===== src/design/cpu_arch_pkg.sv =====
/*
  machine-wide sizes: word width, steps per instruction, ram depth
  and bit positions of the caez flag word
*/
package cpu_arch_pkg;

  localparam int WORD_W    = 8;              // data and address width
  localparam int STEP_N    = 6;              // steps per instruction, one-hot stepper width
  localparam int RAM_DEPTH = 1 << WORD_W;    // full 8-bit address space

  // flag word is {c, a, e, z}
  localparam int FLAG_W = 4;
  localparam int FLAG_C = 3;                 // carry out
  localparam int FLAG_A = 2;                 // a larger than b
  localparam int FLAG_E = 1;                 // a equal to b
  localparam int FLAG_Z = 0;                 // result zero

endpackage


===== src/design/cpu_isa_pkg.sv =====
/*
  instruction set: opcodes, alu operation codes, jump condition and io bits,
  and the instruction byte decoded in alu and general form
*/
package cpu_isa_pkg;

  // general opcodes, top instruction bit clear
  localparam logic [3:0] OPC_LD    = 4'd0;   // rb <= ram[ra]
  localparam logic [3:0] OPC_ST    = 4'd1;   // ram[ra] <= rb
  localparam logic [3:0] OPC_DATA  = 4'd2;   // rb <= next byte
  localparam logic [3:0] OPC_JMPR  = 4'd3;   // iar <= rb
  localparam logic [3:0] OPC_JMP   = 4'd4;   // iar <= next byte
  localparam logic [3:0] OPC_JCAEZ = 4'd5;   // conditional jump on caez mask
  localparam logic [3:0] OPC_CLF   = 4'd6;   // clear flags
  localparam logic [3:0] OPC_IO    = 4'd7;   // in / out, data or address

  // alu operations, top instruction bit set
  localparam logic [2:0] ALU_ADD = 3'd0;
  localparam logic [2:0] ALU_SHR = 3'd1;
  localparam logic [2:0] ALU_SHL = 3'd2;
  localparam logic [2:0] ALU_NOT = 3'd3;
  localparam logic [2:0] ALU_AND = 3'd4;
  localparam logic [2:0] ALU_OR  = 3'd5;
  localparam logic [2:0] ALU_XOR = 3'd6;
  localparam logic [2:0] ALU_CMP = 3'd7;

  // jcaez mask bits in the low nibble, same order as the flag word
  localparam int JC_C = 3;
  localparam int JC_A = 2;
  localparam int JC_E = 1;
  localparam int JC_Z = 0;

  // io low nibble: {out, addr, rb}
  localparam int IO_OUT_BIT  = 3;            // 1 = output, 0 = input
  localparam int IO_ADDR_BIT = 2;            // 1 = address, 0 = data

  typedef union packed {
    struct packed {
      logic       is_alu;                    // selects alu form
      logic [2:0] alu_op;
      logic [1:0] ra;
      logic [1:0] rb;
    } alu;
    struct packed {
      logic [3:0] opcode;                    // OPC_* when is_alu clear
      logic [3:0] arg;                       // ra/rb, caez mask or io bits
    } gen;
  } instr_u;

endpackage


===== src/design/cpu_stepper.sv =====
/*
  six-step one-hot ring counter, marks current and last step
*/
`timescale 1ns/100ps
module cpu_stepper (
  input  logic                           in_clk,
  input  logic                           i_rst,
  output logic [cpu_arch_pkg::STEP_N-1:0] o_step,  // bit 0 is step 1
  output logic                           o_last
);
  import cpu_arch_pkg::*;

  // parked on the last step in reset, so the first cycle out of reset is step 1
  always_ff @(posedge in_clk) begin
    if (i_rst) begin
      o_step <= STEP_N'(1) << (STEP_N - 1);
    end else begin
      o_step <= {o_step[STEP_N-2:0], o_step[STEP_N-1]};  // rotate, wraps 6 -> 1
    end
  end

  assign o_last = o_step[STEP_N-1];

  a_step_onehot: assert property (@(posedge in_clk) disable iff (i_rst)
    $onehot(o_step));

endmodule


===== src/design/cpu_control.sv =====
/*
  control unit: decodes step and instruction into set and enable strobes,
  registers the io strobes one step ahead
*/
`timescale 1ns/100ps
module cpu_control (
  input  logic                            in_clk,
  input  logic                            i_rst,
  input  logic [cpu_arch_pkg::STEP_N-1:0] i_step,
  input  cpu_isa_pkg::instr_u             i_instr,
  input  logic [cpu_arch_pkg::FLAG_W-1:0] i_flags,
  output logic                            o_s_mar,
  output logic                            o_s_ram,
  output logic                            o_s_ir,
  output logic                            o_s_iar,
  output logic                            o_s_acc,
  output logic                            o_s_tmp,
  output logic                            o_s_flags,
  output logic                            o_s_reg,
  output logic                            o_e_ram,
  output logic                            o_e_acc,
  output logic                            o_e_iar,
  output logic                            o_e_reg,
  output logic                            o_e_io,
  output logic [1:0]                      o_reg_sel,
  output logic [2:0]                      o_alu_op,
  output logic                            o_e_bus1,
  output logic                            o_io_out,
  output logic                            o_io_in,
  output logic                            o_io_addr
);
  import cpu_arch_pkg::*;
  import cpu_isa_pkg::*;

  logic io_out_q, io_in_q, io_addr_q;
  logic is_io, taken;

  assign is_io = !i_instr.alu.is_alu && (i_instr.gen.opcode == OPC_IO);
  assign taken = (i_instr.gen.arg[JC_C] & i_flags[FLAG_C]) |
                 (i_instr.gen.arg[JC_A] & i_flags[FLAG_A]) |
                 (i_instr.gen.arg[JC_E] & i_flags[FLAG_E]) |
                 (i_instr.gen.arg[JC_Z] & i_flags[FLAG_Z]);   // any masked flag set

  // ir is valid from step 3, so io strobes are registered there and pulse in step 4
  always_ff @(posedge in_clk) begin
    if (i_rst) begin
      io_out_q  <= 1'b0;
      io_in_q   <= 1'b0;
      io_addr_q <= 1'b0;
    end else begin
      io_out_q <= i_step[2] & is_io & i_instr.gen.arg[IO_OUT_BIT];
      io_in_q  <= i_step[2] & is_io & ~i_instr.gen.arg[IO_OUT_BIT];
      if (i_step[2] && is_io) begin
        io_addr_q <= i_instr.gen.arg[IO_ADDR_BIT];   // held, valid with either strobe
      end
    end
  end

  assign o_io_out  = io_out_q;
  assign o_io_in   = io_in_q;
  assign o_io_addr = io_addr_q;

  always_comb begin
    {o_s_mar, o_s_ram, o_s_ir, o_s_iar, o_s_acc, o_s_tmp, o_s_flags, o_s_reg} = '0;
    {o_e_ram, o_e_acc, o_e_iar, o_e_reg, o_e_io, o_e_bus1} = '0;
    o_reg_sel = i_instr.alu.rb;                       // rb unless noted
    o_alu_op  = ALU_ADD;
    if (i_step[0]) begin                              // mar <= iar, acc <= iar + 1
      o_e_iar  = 1'b1;
      o_s_mar  = 1'b1;
      o_e_bus1 = 1'b1;
      o_s_acc  = 1'b1;
    end else if (i_step[1]) begin                     // ir <= ram
      o_e_ram = 1'b1;
      o_s_ir  = 1'b1;
    end else if (i_step[2]) begin                     // iar <= acc
      o_e_acc = 1'b1;
      o_s_iar = 1'b1;
    end else if (i_instr.alu.is_alu) begin
      if (i_step[3]) begin                            // tmp <= rb
        o_e_reg = 1'b1;
        o_s_tmp = 1'b1;
      end else if (i_step[4]) begin                   // acc, flags <= ra op tmp
        o_e_reg   = 1'b1;
        o_reg_sel = i_instr.alu.ra;
        o_s_acc   = 1'b1;
        o_s_flags = 1'b1;
        o_alu_op  = i_instr.alu.alu_op;
      end else if (i_instr.alu.alu_op != ALU_CMP) begin   // step 6, rb <= acc
        o_e_acc = 1'b1;
        o_s_reg = 1'b1;
      end
    end else begin
      case (i_instr.gen.opcode)
        OPC_LD, OPC_ST: begin
          if (i_step[3]) begin                        // mar <= ra
            o_e_reg   = 1'b1;
            o_reg_sel = i_instr.alu.ra;
            o_s_mar   = 1'b1;
          end else if (i_step[4]) begin
            o_e_ram = (i_instr.gen.opcode == OPC_LD);
            o_s_reg = (i_instr.gen.opcode == OPC_LD);
            o_e_reg = (i_instr.gen.opcode == OPC_ST);
            o_s_ram = (i_instr.gen.opcode == OPC_ST);
          end
        end
        OPC_DATA, OPC_JCAEZ: begin
          if (i_step[3]) begin                        // operand address, iar + 1 into acc
            o_e_iar  = 1'b1;
            o_s_mar  = 1'b1;
            o_e_bus1 = 1'b1;
            o_s_acc  = 1'b1;
          end else if (i_instr.gen.opcode == OPC_DATA) begin
            o_e_ram = i_step[4];                      // rb <= operand
            o_s_reg = i_step[4];
            o_e_acc = i_step[5];                      // skip operand
            o_s_iar = i_step[5];
          end else if (i_step[4]) begin               // skip operand first
            o_e_acc = 1'b1;
            o_s_iar = 1'b1;
          end else begin                              // step 6, jump if taken
            o_e_ram = taken;
            o_s_iar = taken;
          end
        end
        OPC_JMPR: begin
          o_e_reg = i_step[3];
          o_s_iar = i_step[3];
        end
        OPC_JMP: begin
          o_e_iar = i_step[3];
          o_s_mar = i_step[3];
          o_e_ram = i_step[4];                        // iar <= operand
          o_s_iar = i_step[4];
        end
        OPC_CLF: o_s_flags = i_step[3];               // datapath loads zeros, no reg on bus
        OPC_IO: begin
          o_e_io  = io_in_q;                          // rb <= input byte
          o_s_reg = io_in_q;
        end
        default: ;
      endcase
    end
  end

  a_bus_single: assert property (@(posedge in_clk) disable iff (i_rst)
    $onehot0({o_e_ram, o_e_acc, o_e_iar, o_e_reg, o_e_io}));

  // relies on the stepper parking on step 6 and ir clearing to LD
  a_rst_quiet: assert property (@(posedge in_clk) i_rst && $past(i_rst) |->
    !(|{o_s_mar, o_s_ram, o_s_ir, o_s_iar, o_s_acc, o_s_tmp, o_s_flags, o_s_reg}));

endmodule


===== src/design/cpu_alu.sv =====
/*
  combinational eight-operation alu with caez flags
*/
`timescale 1ns/100ps
module cpu_alu (
  input  logic [cpu_arch_pkg::WORD_W-1:0] i_a,      // from bus
  input  logic [cpu_arch_pkg::WORD_W-1:0] i_b,      // from bus1
  input  logic                            i_carry,
  input  logic [2:0]                      i_op,
  output logic [cpu_arch_pkg::WORD_W-1:0] o_result,
  output logic [cpu_arch_pkg::FLAG_W-1:0] o_flags
);
  import cpu_arch_pkg::*;
  import cpu_isa_pkg::*;

  logic carry;

  always_comb begin
    carry    = 1'b0;
    o_result = '0;
    case (i_op)
      ALU_ADD: {carry, o_result} = {1'b0, i_a} + {1'b0, i_b} + (WORD_W + 1)'(i_carry);
      ALU_SHR: {o_result, carry} = {i_carry, i_a};  // carry in at msb, lsb out
      ALU_SHL: {carry, o_result} = {i_a, i_carry};  // carry in at lsb, msb out
      ALU_NOT: o_result = ~i_a;
      ALU_AND: o_result = i_a & i_b;
      ALU_OR:  o_result = i_a | i_b;
      ALU_XOR: o_result = i_a ^ i_b;
      ALU_CMP: o_result = '0;                       // compare only, a and e flags
      default: o_result = '0;
    endcase
  end

  always_comb begin
    o_flags         = '0;
    o_flags[FLAG_C] = carry;
    o_flags[FLAG_A] = (i_a > i_b);
    o_flags[FLAG_E] = (i_a == i_b);
    o_flags[FLAG_Z] = (o_result == '0);
  end

endmodule


===== src/design/cpu_datapath.sv =====
/*
  register datapath: r0-r3, ir, iar, tmp and bus1, acc, flags
  and the shared bus multiplexer
*/
`timescale 1ns/100ps
module cpu_datapath (
  input  logic                            in_clk,
  input  logic                            i_rst,
  input  logic                            i_s_ir,
  input  logic                            i_s_iar,
  input  logic                            i_s_acc,
  input  logic                            i_s_tmp,
  input  logic                            i_s_flags,
  input  logic                            i_s_reg,
  input  logic                            i_e_ram,
  input  logic                            i_e_acc,
  input  logic                            i_e_iar,
  input  logic                            i_e_reg,
  input  logic                            i_e_io,
  input  logic                            i_e_bus1,
  input  logic [1:0]                      i_reg_sel,
  input  logic [cpu_arch_pkg::WORD_W-1:0] i_ram_data,
  input  logic [cpu_arch_pkg::WORD_W-1:0] i_io_data,
  input  logic [cpu_arch_pkg::WORD_W-1:0] i_alu_result,
  input  logic [cpu_arch_pkg::FLAG_W-1:0] i_alu_flags,
  output logic [cpu_arch_pkg::WORD_W-1:0] o_bus,
  output logic [cpu_arch_pkg::WORD_W-1:0] o_bus1,
  output cpu_isa_pkg::instr_u             o_ir,
  output logic [cpu_arch_pkg::FLAG_W-1:0] o_flags,
  output logic [cpu_arch_pkg::WORD_W-1:0] o_rb_data
);
  import cpu_arch_pkg::*;
  import cpu_isa_pkg::*;

  logic [WORD_W-1:0] gpr [4];
  logic [WORD_W-1:0] iar, acc, tmp;

  // one source at a time, control guarantees it
  always_comb begin
    o_bus = '0;
    if (i_e_ram)      o_bus = i_ram_data;
    else if (i_e_acc) o_bus = acc;
    else if (i_e_iar) o_bus = iar;
    else if (i_e_reg) o_bus = gpr[i_reg_sel];
    else if (i_e_io)  o_bus = i_io_data;
  end

  assign o_bus1    = i_e_bus1 ? WORD_W'(1) : tmp;   // constant 1 for increments
  assign o_rb_data = gpr[o_ir.alu.rb];              // out port data

  always_ff @(posedge in_clk) begin
    if (i_rst) begin
      gpr     <= '{default: '0};
      iar     <= '0;
      o_ir    <= '0;                                // LD r0,r0, idle on step 6
      o_flags <= '0;
    end else begin
      if (i_s_reg) gpr[i_reg_sel] <= o_bus;
      if (i_s_iar) iar <= o_bus;
      if (i_s_ir)  o_ir <= instr_u'(o_bus);
      if (i_s_flags) begin
        o_flags <= i_e_reg ? i_alu_flags : '0;      // clf sets flags with no reg on bus
      end
    end
  end

  always_ff @(posedge in_clk) begin
    if (i_s_acc) acc <= i_alu_result;
    if (i_s_tmp) tmp <= o_bus;
  end

  a_flags_hold: assert property (@(posedge in_clk) disable iff (i_rst)
    $changed(o_flags) |-> $past(i_s_flags));

endmodule


===== src/design/cpu_ram.sv =====
/*
  memory address register, 256-byte ram and reset-time program load port
*/
`timescale 1ns/100ps
module cpu_ram (
  input  logic                            in_clk,
  input  logic                            i_rst,
  input  logic                            i_load_we,
  input  logic [cpu_arch_pkg::WORD_W-1:0] i_load_addr,
  input  logic [cpu_arch_pkg::WORD_W-1:0] i_load_data,
  input  logic                            i_set_mar,
  input  logic                            i_set_ram,
  input  logic [cpu_arch_pkg::WORD_W-1:0] i_bus,
  output logic [cpu_arch_pkg::WORD_W-1:0] o_data
);
  import cpu_arch_pkg::*;

  logic [WORD_W-1:0] mar;
  logic [WORD_W-1:0] mem [RAM_DEPTH];

  always_ff @(posedge in_clk) begin
    if (i_rst)          mar <= '0;
    else if (i_set_mar) mar <= i_bus;
  end

  // load port owns the array during reset, bus writes only afterwards
  always_ff @(posedge in_clk) begin
    if (i_rst) begin
      if (i_load_we) mem[i_load_addr] <= i_load_data;
    end else if (i_set_ram) begin
      mem[mar] <= i_bus;
    end
  end

  assign o_data = mem[mar];                         // async read at mar

endmodule


===== src/design/cpu_top.sv =====
/*
  processor top level wiring the stepper, control, datapath, alu, ram and io strobes
*/
`timescale 1ns/100ps
module cpu_top (
  input  logic                            in_clk,
  input  logic                            i_rst,
  input  logic                            i_load_we,
  input  logic [cpu_arch_pkg::WORD_W-1:0] i_load_addr,
  input  logic [cpu_arch_pkg::WORD_W-1:0] i_load_data,
  input  logic [cpu_arch_pkg::WORD_W-1:0] i_io_data,
  output logic [cpu_arch_pkg::WORD_W-1:0] o_io_data,
  output logic                            o_set_output,
  output logic                            o_enable_input,
  output logic                            o_data_address   // 0 for data and 1 for address
);
  import cpu_arch_pkg::*;
  import cpu_isa_pkg::*;

  logic [STEP_N-1:0] step;
  instr_u            ir;
  logic [FLAG_W-1:0] flags, alu_flags;
  logic [WORD_W-1:0] bus, bus1, ram_data, alu_result;
  logic [1:0]        reg_sel;
  logic [2:0]        alu_op;
  logic              s_mar, s_ram, s_ir, s_iar, s_acc, s_tmp, s_flags, s_reg;
  logic              e_ram, e_acc, e_iar, e_reg, e_io, e_bus1;
  logic              alu_cin;

  assign alu_cin = flags[FLAG_C] & ~e_bus1;        // iar increments add exactly one

  cpu_stepper stepper (
    .in_clk (in_clk),
    .i_rst  (i_rst),
    .o_step (step),
    .o_last ()
  );

  cpu_control control (
    .in_clk    (in_clk),    .i_rst     (i_rst),
    .i_step    (step),      .i_instr   (ir),       .i_flags  (flags),
    .o_s_mar   (s_mar),     .o_s_ram   (s_ram),    .o_s_ir   (s_ir),
    .o_s_iar   (s_iar),     .o_s_acc   (s_acc),    .o_s_tmp  (s_tmp),
    .o_s_flags (s_flags),   .o_s_reg   (s_reg),
    .o_e_ram   (e_ram),     .o_e_acc   (e_acc),    .o_e_iar  (e_iar),
    .o_e_reg   (e_reg),     .o_e_io    (e_io),     .o_reg_sel(reg_sel),
    .o_alu_op  (alu_op),    .o_e_bus1  (e_bus1),
    .o_io_out  (o_set_output),
    .o_io_in   (o_enable_input),
    .o_io_addr (o_data_address)
  );

  cpu_datapath datapath (
    .in_clk       (in_clk),     .i_rst       (i_rst),
    .i_s_ir       (s_ir),       .i_s_iar     (s_iar),     .i_s_acc  (s_acc),
    .i_s_tmp      (s_tmp),      .i_s_flags   (s_flags),   .i_s_reg  (s_reg),
    .i_e_ram      (e_ram),      .i_e_acc     (e_acc),     .i_e_iar  (e_iar),
    .i_e_reg      (e_reg),      .i_e_io      (e_io),      .i_e_bus1 (e_bus1),
    .i_reg_sel    (reg_sel),    .i_ram_data  (ram_data),  .i_io_data(i_io_data),
    .i_alu_result (alu_result), .i_alu_flags (alu_flags),
    .o_bus        (bus),        .o_bus1      (bus1),      .o_ir     (ir),
    .o_flags      (flags),      .o_rb_data   (o_io_data)
  );

  cpu_alu alu (
    .i_a      (bus),
    .i_b      (bus1),
    .i_carry  (alu_cin),
    .i_op     (alu_op),
    .o_result (alu_result),
    .o_flags  (alu_flags)
  );

  cpu_ram ram (
    .in_clk      (in_clk),      .i_rst       (i_rst),
    .i_load_we   (i_load_we),   .i_load_addr (i_load_addr),
    .i_load_data (i_load_data), .i_set_mar   (s_mar),
    .i_set_ram   (s_ram),       .i_bus       (bus),
    .o_data      (ram_data)
  );

endmodule


===== config.mk =====
export PLATFORM = sky130hd
export DESIGN_NAME = cpu_top
export DESIGN_NICKNAME = d
export VERILOG_FILES = /design/src/design/cpu_arch_pkg.sv /design/src/design/cpu_isa_pkg.sv /design/src/design/cpu_stepper.sv /design/src/design/cpu_control.sv /design/src/design/cpu_alu.sv /design/src/design/cpu_datapath.sv /design/src/design/cpu_ram.sv /design/src/design/cpu_top.sv
export SDC_FILE = /design/constraint.sdc
export NUM_CORES = 2
export LEC_CHECK = 0
export BUFFER_PORTS_ARGS = -buffer_cell sky130_fd_sc_hd__buf_2
export CAP_MARGIN = 20
export CORE_ASPECT_RATIO = 1.75
export CORE_MARGIN = 5
export CORE_UTILIZATION = 40
export CTS_CLUSTER_DIAMETER = 80
export DETAILED_ROUTE_END_ITERATION = 16
export PLACE_DENSITY_LB_ADDON = 0.15
export SLEW_MARGIN = 25
export SYNTH_ARGS = -nofsm -noshare
export SYNTH_HDL_FRONTEND = slang
export SYNTH_SLANG_ARGS = --single-unit

===== constraint.sdc =====
create_clock -name in_clk -period 19.19 [get_ports in_clk]
set_input_delay 0 -clock in_clk [delete_from_list [all_inputs] [get_ports in_clk]]
set_output_delay 0 -clock in_clk [all_outputs]
set_load 0.01 [all_outputs]

==> flow_summary_export.csv <==
group,metric,value,unit
final_layout,fin_cells,7327,
clocking,cts_tree,"done",
timing,setup-tns-final,0,ps
clocking,cts.sinks,2141,
logic_synthesis,syn_area,85380,sq um
logic_synthesis,synth_common_cells,"edfxtp_1, mux4_2, nor2_1",
floorplan,die_area,223200,sq um
drt,post_drt_via_cell_ratio,5.823,
floorplan,rows,224,
final_layout,num-fill-cells,17980,
logic_synthesis,yosys.area.top_type,"edfxtp_1",
global_routing,grt_pass1_vias,43964,
clocking,cts_buffers,196,
critical_path,path_class,"reg2reg",
critical_path,path_max_fanout,90,
logic_synthesis,synth_cell_types,86,
clocking,cts_setup_buffers,0,
logic_synthesis,avgSynthCellArea,20.08,sq um
power,power.total,0.009639,W
floorplan,num_io_pins,38,
logic_synthesis,ys_seq_elements,2141,
power,powerDensity,101.2,nW/um^2
power,p_leak,28.34,nW
clocking,ctsHtreeMaxLevel,4,
critical_path,cp-start-kind,"flop",
drt,avgRoutedWirePerCell,33.37,um
status,status,"finished, final reports clean",
timing,rsz0062_at_grt,"false",
timing,setup_violations,0,
critical_path,crit_slowest_cell,"dfxtp_4",
floorplan,die_w,359.2,um
global_routing,grt_pass1_wl,345.8,mm
global_routing,antenna_found_initial,4,
placement,port_buffers,37,
logic_synthesis,synth_edf_count,2064,
clocking,clockBufferDepth,4,
power,clkPwrFrac,39.5,%
logic_synthesis,postSynthCellCount,4251,
placement,hpwl,151.4,mm
final_layout,multiInputGateArea,20800,sq um
floorplan,initial_core_util,40.14,%
critical_path,worst-path-buf-inv,3,
logic_synthesis,synth.most_common_cell,"edfxtp_1",
timing,drv_slew,0,
global_routing,grt_overflow_total,0,
logic_synthesis,synthArstFlopShare,0,%
critical_path,max_stage_delay,870,ps
clocking,path_clk_slew,80,ps
placement,placed_cells,6971,
drt,finalWirelength,244.5,mm
logic_synthesis,synth_top_area_share,72.59,%
drt,vias,42664,
power,swShare,22.42,%
drt,drt_first_iter_violations,3875,
timing,post-route-min-period,8661,ps
global_routing,grt_start_max_net_pins,257,
logic_synthesis,yosysWarnings,0,
timing,max_freq,115.5,MHz
floorplan,core,212700,sq um
critical_path,path_delay_family,"compound AO/OA/AOI/OAI gates",
power,power.switching,0.002161,W
floorplan,die_h,621.2,um
critical_path,end_kind,"flop",
logic_synthesis,ys_seq_area_share,74.40,%
clocking,cts_resized,0,
drt,drt_pre_antenna_iters,5,
final_layout,fin_nets,4413,
logic_synthesis,ys.flop_type,"edfxtp_1",
clocking,clk_latency,850,ps
critical_path,critical_path_required,19920,ps
power,p_comb_share,7.0,%
critical_path,worstPathArrival,9390,ps
critical_path,path_cells,"buf_12 -> buf_4 -> mux4_2 -> mux4_2 -> mux2_2 -> o221ai_1 -> and3_1 -> a211oi_1 -> a21boi_2 -> fa_1 -> inv_1 -> fa_1 -> a21o_1 -> a21oi_1 -> xnor2_1 -> nor2_1 -> o221ai_2 -> or4_1 -> or4b_1 -> o31ai_1",
job,cap_violations,0,
final_layout,syn_to_final_growth,11.56,%
global_routing,grtUsageTotal,21.52,%
clocking,ctsRootBufferMaster,"clkbuf_16",
timing,hold_viol_final,0,
min_path,hp-class,"in2reg",
power,power.internal,0.007477,W
placement,place.gp.congestion,0.8875,
drt,drcViolationCount,0,
power,ir_worst_vdd,0.07414,mV
drt,route.antenna.remaining_nets,0,
final_layout,drive_above_1_share,24.48,%
logic_synthesis,synth_fp_nets,4304,
timing,worstMarginPinSlew,1070,ps
timing,slew_headroom,28.68,%
logic_synthesis,yosys-top-cells-area,"edfxtp_1, mux4_2, dfxtp_1",
final_layout,regArea,63540,sq um
power,p_seq_share,53.5,%
timing,period_share,45.13,%
timing,clock_skew,63.70,ps
## flip-flops by register name (all words and copies together) (netlist names), named ones only
register and flops:
control.o_io_addr 1, control.o_io_in 1, control.o_io_out 1, datapath.acc 8, datapath.gpr 32, datapath.iar 8, datapath.o_flags 4, datapath.o_ir 8
datapath.tmp 8, ram.mar 8, ram.mem 2048, stepper.o_step 6
## final timing paths
path	start	to	slack, ps	cells after the start
max	flop	datapath.o_flags[0]$_SDFFE_PP0P_	10530	20
min	i_load_data[5]	ram.mem[129][5]$_DFFE_PP_	20	4
max reg2reg	flop	datapath.o_flags[0]$_SDFFE_PP0P_	10530	20
min reg2reg	control.o_io_addr$_SDFFE_PP0P_	control.o_io_addr$_SDFFE_PP0P_	450	2
## final cells by class
type	instances	share of cell area [%]
sequential	2141	66.71
multi-input combinational	1832	21.83
clock buffer	238	5.437
tap	2825	3.711
timing repair buffer	162	1.328
clock inverter	101	0.8683
inverter	27	0.1064
antenna	1	0.002627
## power by group through the flow
stage	logic [W]	registers (W)	clock network, W
5_1_grt	0.000712	0.00515	0.00406
6_report	0.000677	0.00515	0.00381
3_5_place_dp	0.000683	0.00526	0
2_1_floorplan	0.000427	0.00527	0
4_1_cts	0.000687	0.00515	0.00388
3_3_place_gp	0.000678	0.00526	0
## logic make-up after synthesis
family / Yosys count / synth area share, %
and+or+nand+nor: 720 / 3.798
adders and majority gates: 26 / 0.3986
buffers and inverters: 278 / 1.606
muxes: 708 / 16.67
DFF: 2141 / 74.40
xor gates and xnor gates: 6 / 0.06155
AOI/OAI and AO/OA: 372 / 3.070
## per-layer routing
| metal | vias up | wire, um | GRT usage [%] |
|---|---|---|---|
| met4 | 0 | 11410 | 8.620 |
| li1 | 17672 | - | - |
| met1 | 23356 | 94860 | 27.02 |
| met2 | 1250 | 127800 | 38.13 |
| met5 | - | 0 | 0 |
| met3 | 386 | 10450 | 2.527 |
## placed cells by master (no fill, tap or decap), types with 9 or more instances in the layout
cell              n
nor2b_1          42
inv_1            26
clkbuf_16       201
nand2_1         122
mux4_2          567
dfxtp_1          71
o211ai_1         28
a22oi_1          23
a221oi_1         17
nor2_2           47
o21ai_0          44
mux2i_1         114
edfxtp_1       2064
ha_1             24
a211oi_1         70
nand3_1          29
or3_1             9
nand2_2          18
clkinv_2         26
nor3_1           24
buf_2            38
buf_4            99
bufinv_16        14
dlygate4sd3_1    15
a21oi_1          67
clkinv_1         50
nand3b_1         13
a31oi_1          19
nand2b_1         38
nor2_1          327
mux2_2           21
clkbuf_1         36
o221ai_1         10
## worst reg2reg max path: stages (launching register included)
cell and delay, ps:
dfxtp_4 870, buf_12 680, buf_4 870, mux4_2 630, mux4_2 460, mux2_2 310, o221ai_1 820, and3_1 350
a211oi_1 150, a21boi_2 700, fa_1 300, inv_1 70, fa_1 430, a21o_1 190, a21oi_1 240, xnor2_1 90
nor2_1 130, o221ai_2 120, or4_1 460, or4b_1 500, o31ai_1 210
## stage by stage
stage,setup slack (ps),hold WS [ps],area (sq um),util (%)
finish,10530,24.54,95250,44.78
global route,10020,23.63,95250,44.78
floorplan,4053,304.0,85380,-
detailed placement,10430,425.8,89030,41.85
global placement,10340,421.5,88930,41.80
CTS,10420,13.30,95180,44.74
## repair_timing
action	in CTS	in global routing
endpoints found under the hold margin	119	71
hold buffers	14	1
endpoints found under the setup margin	0	0
Note: power is estimated with default switching activity, not from simulation.
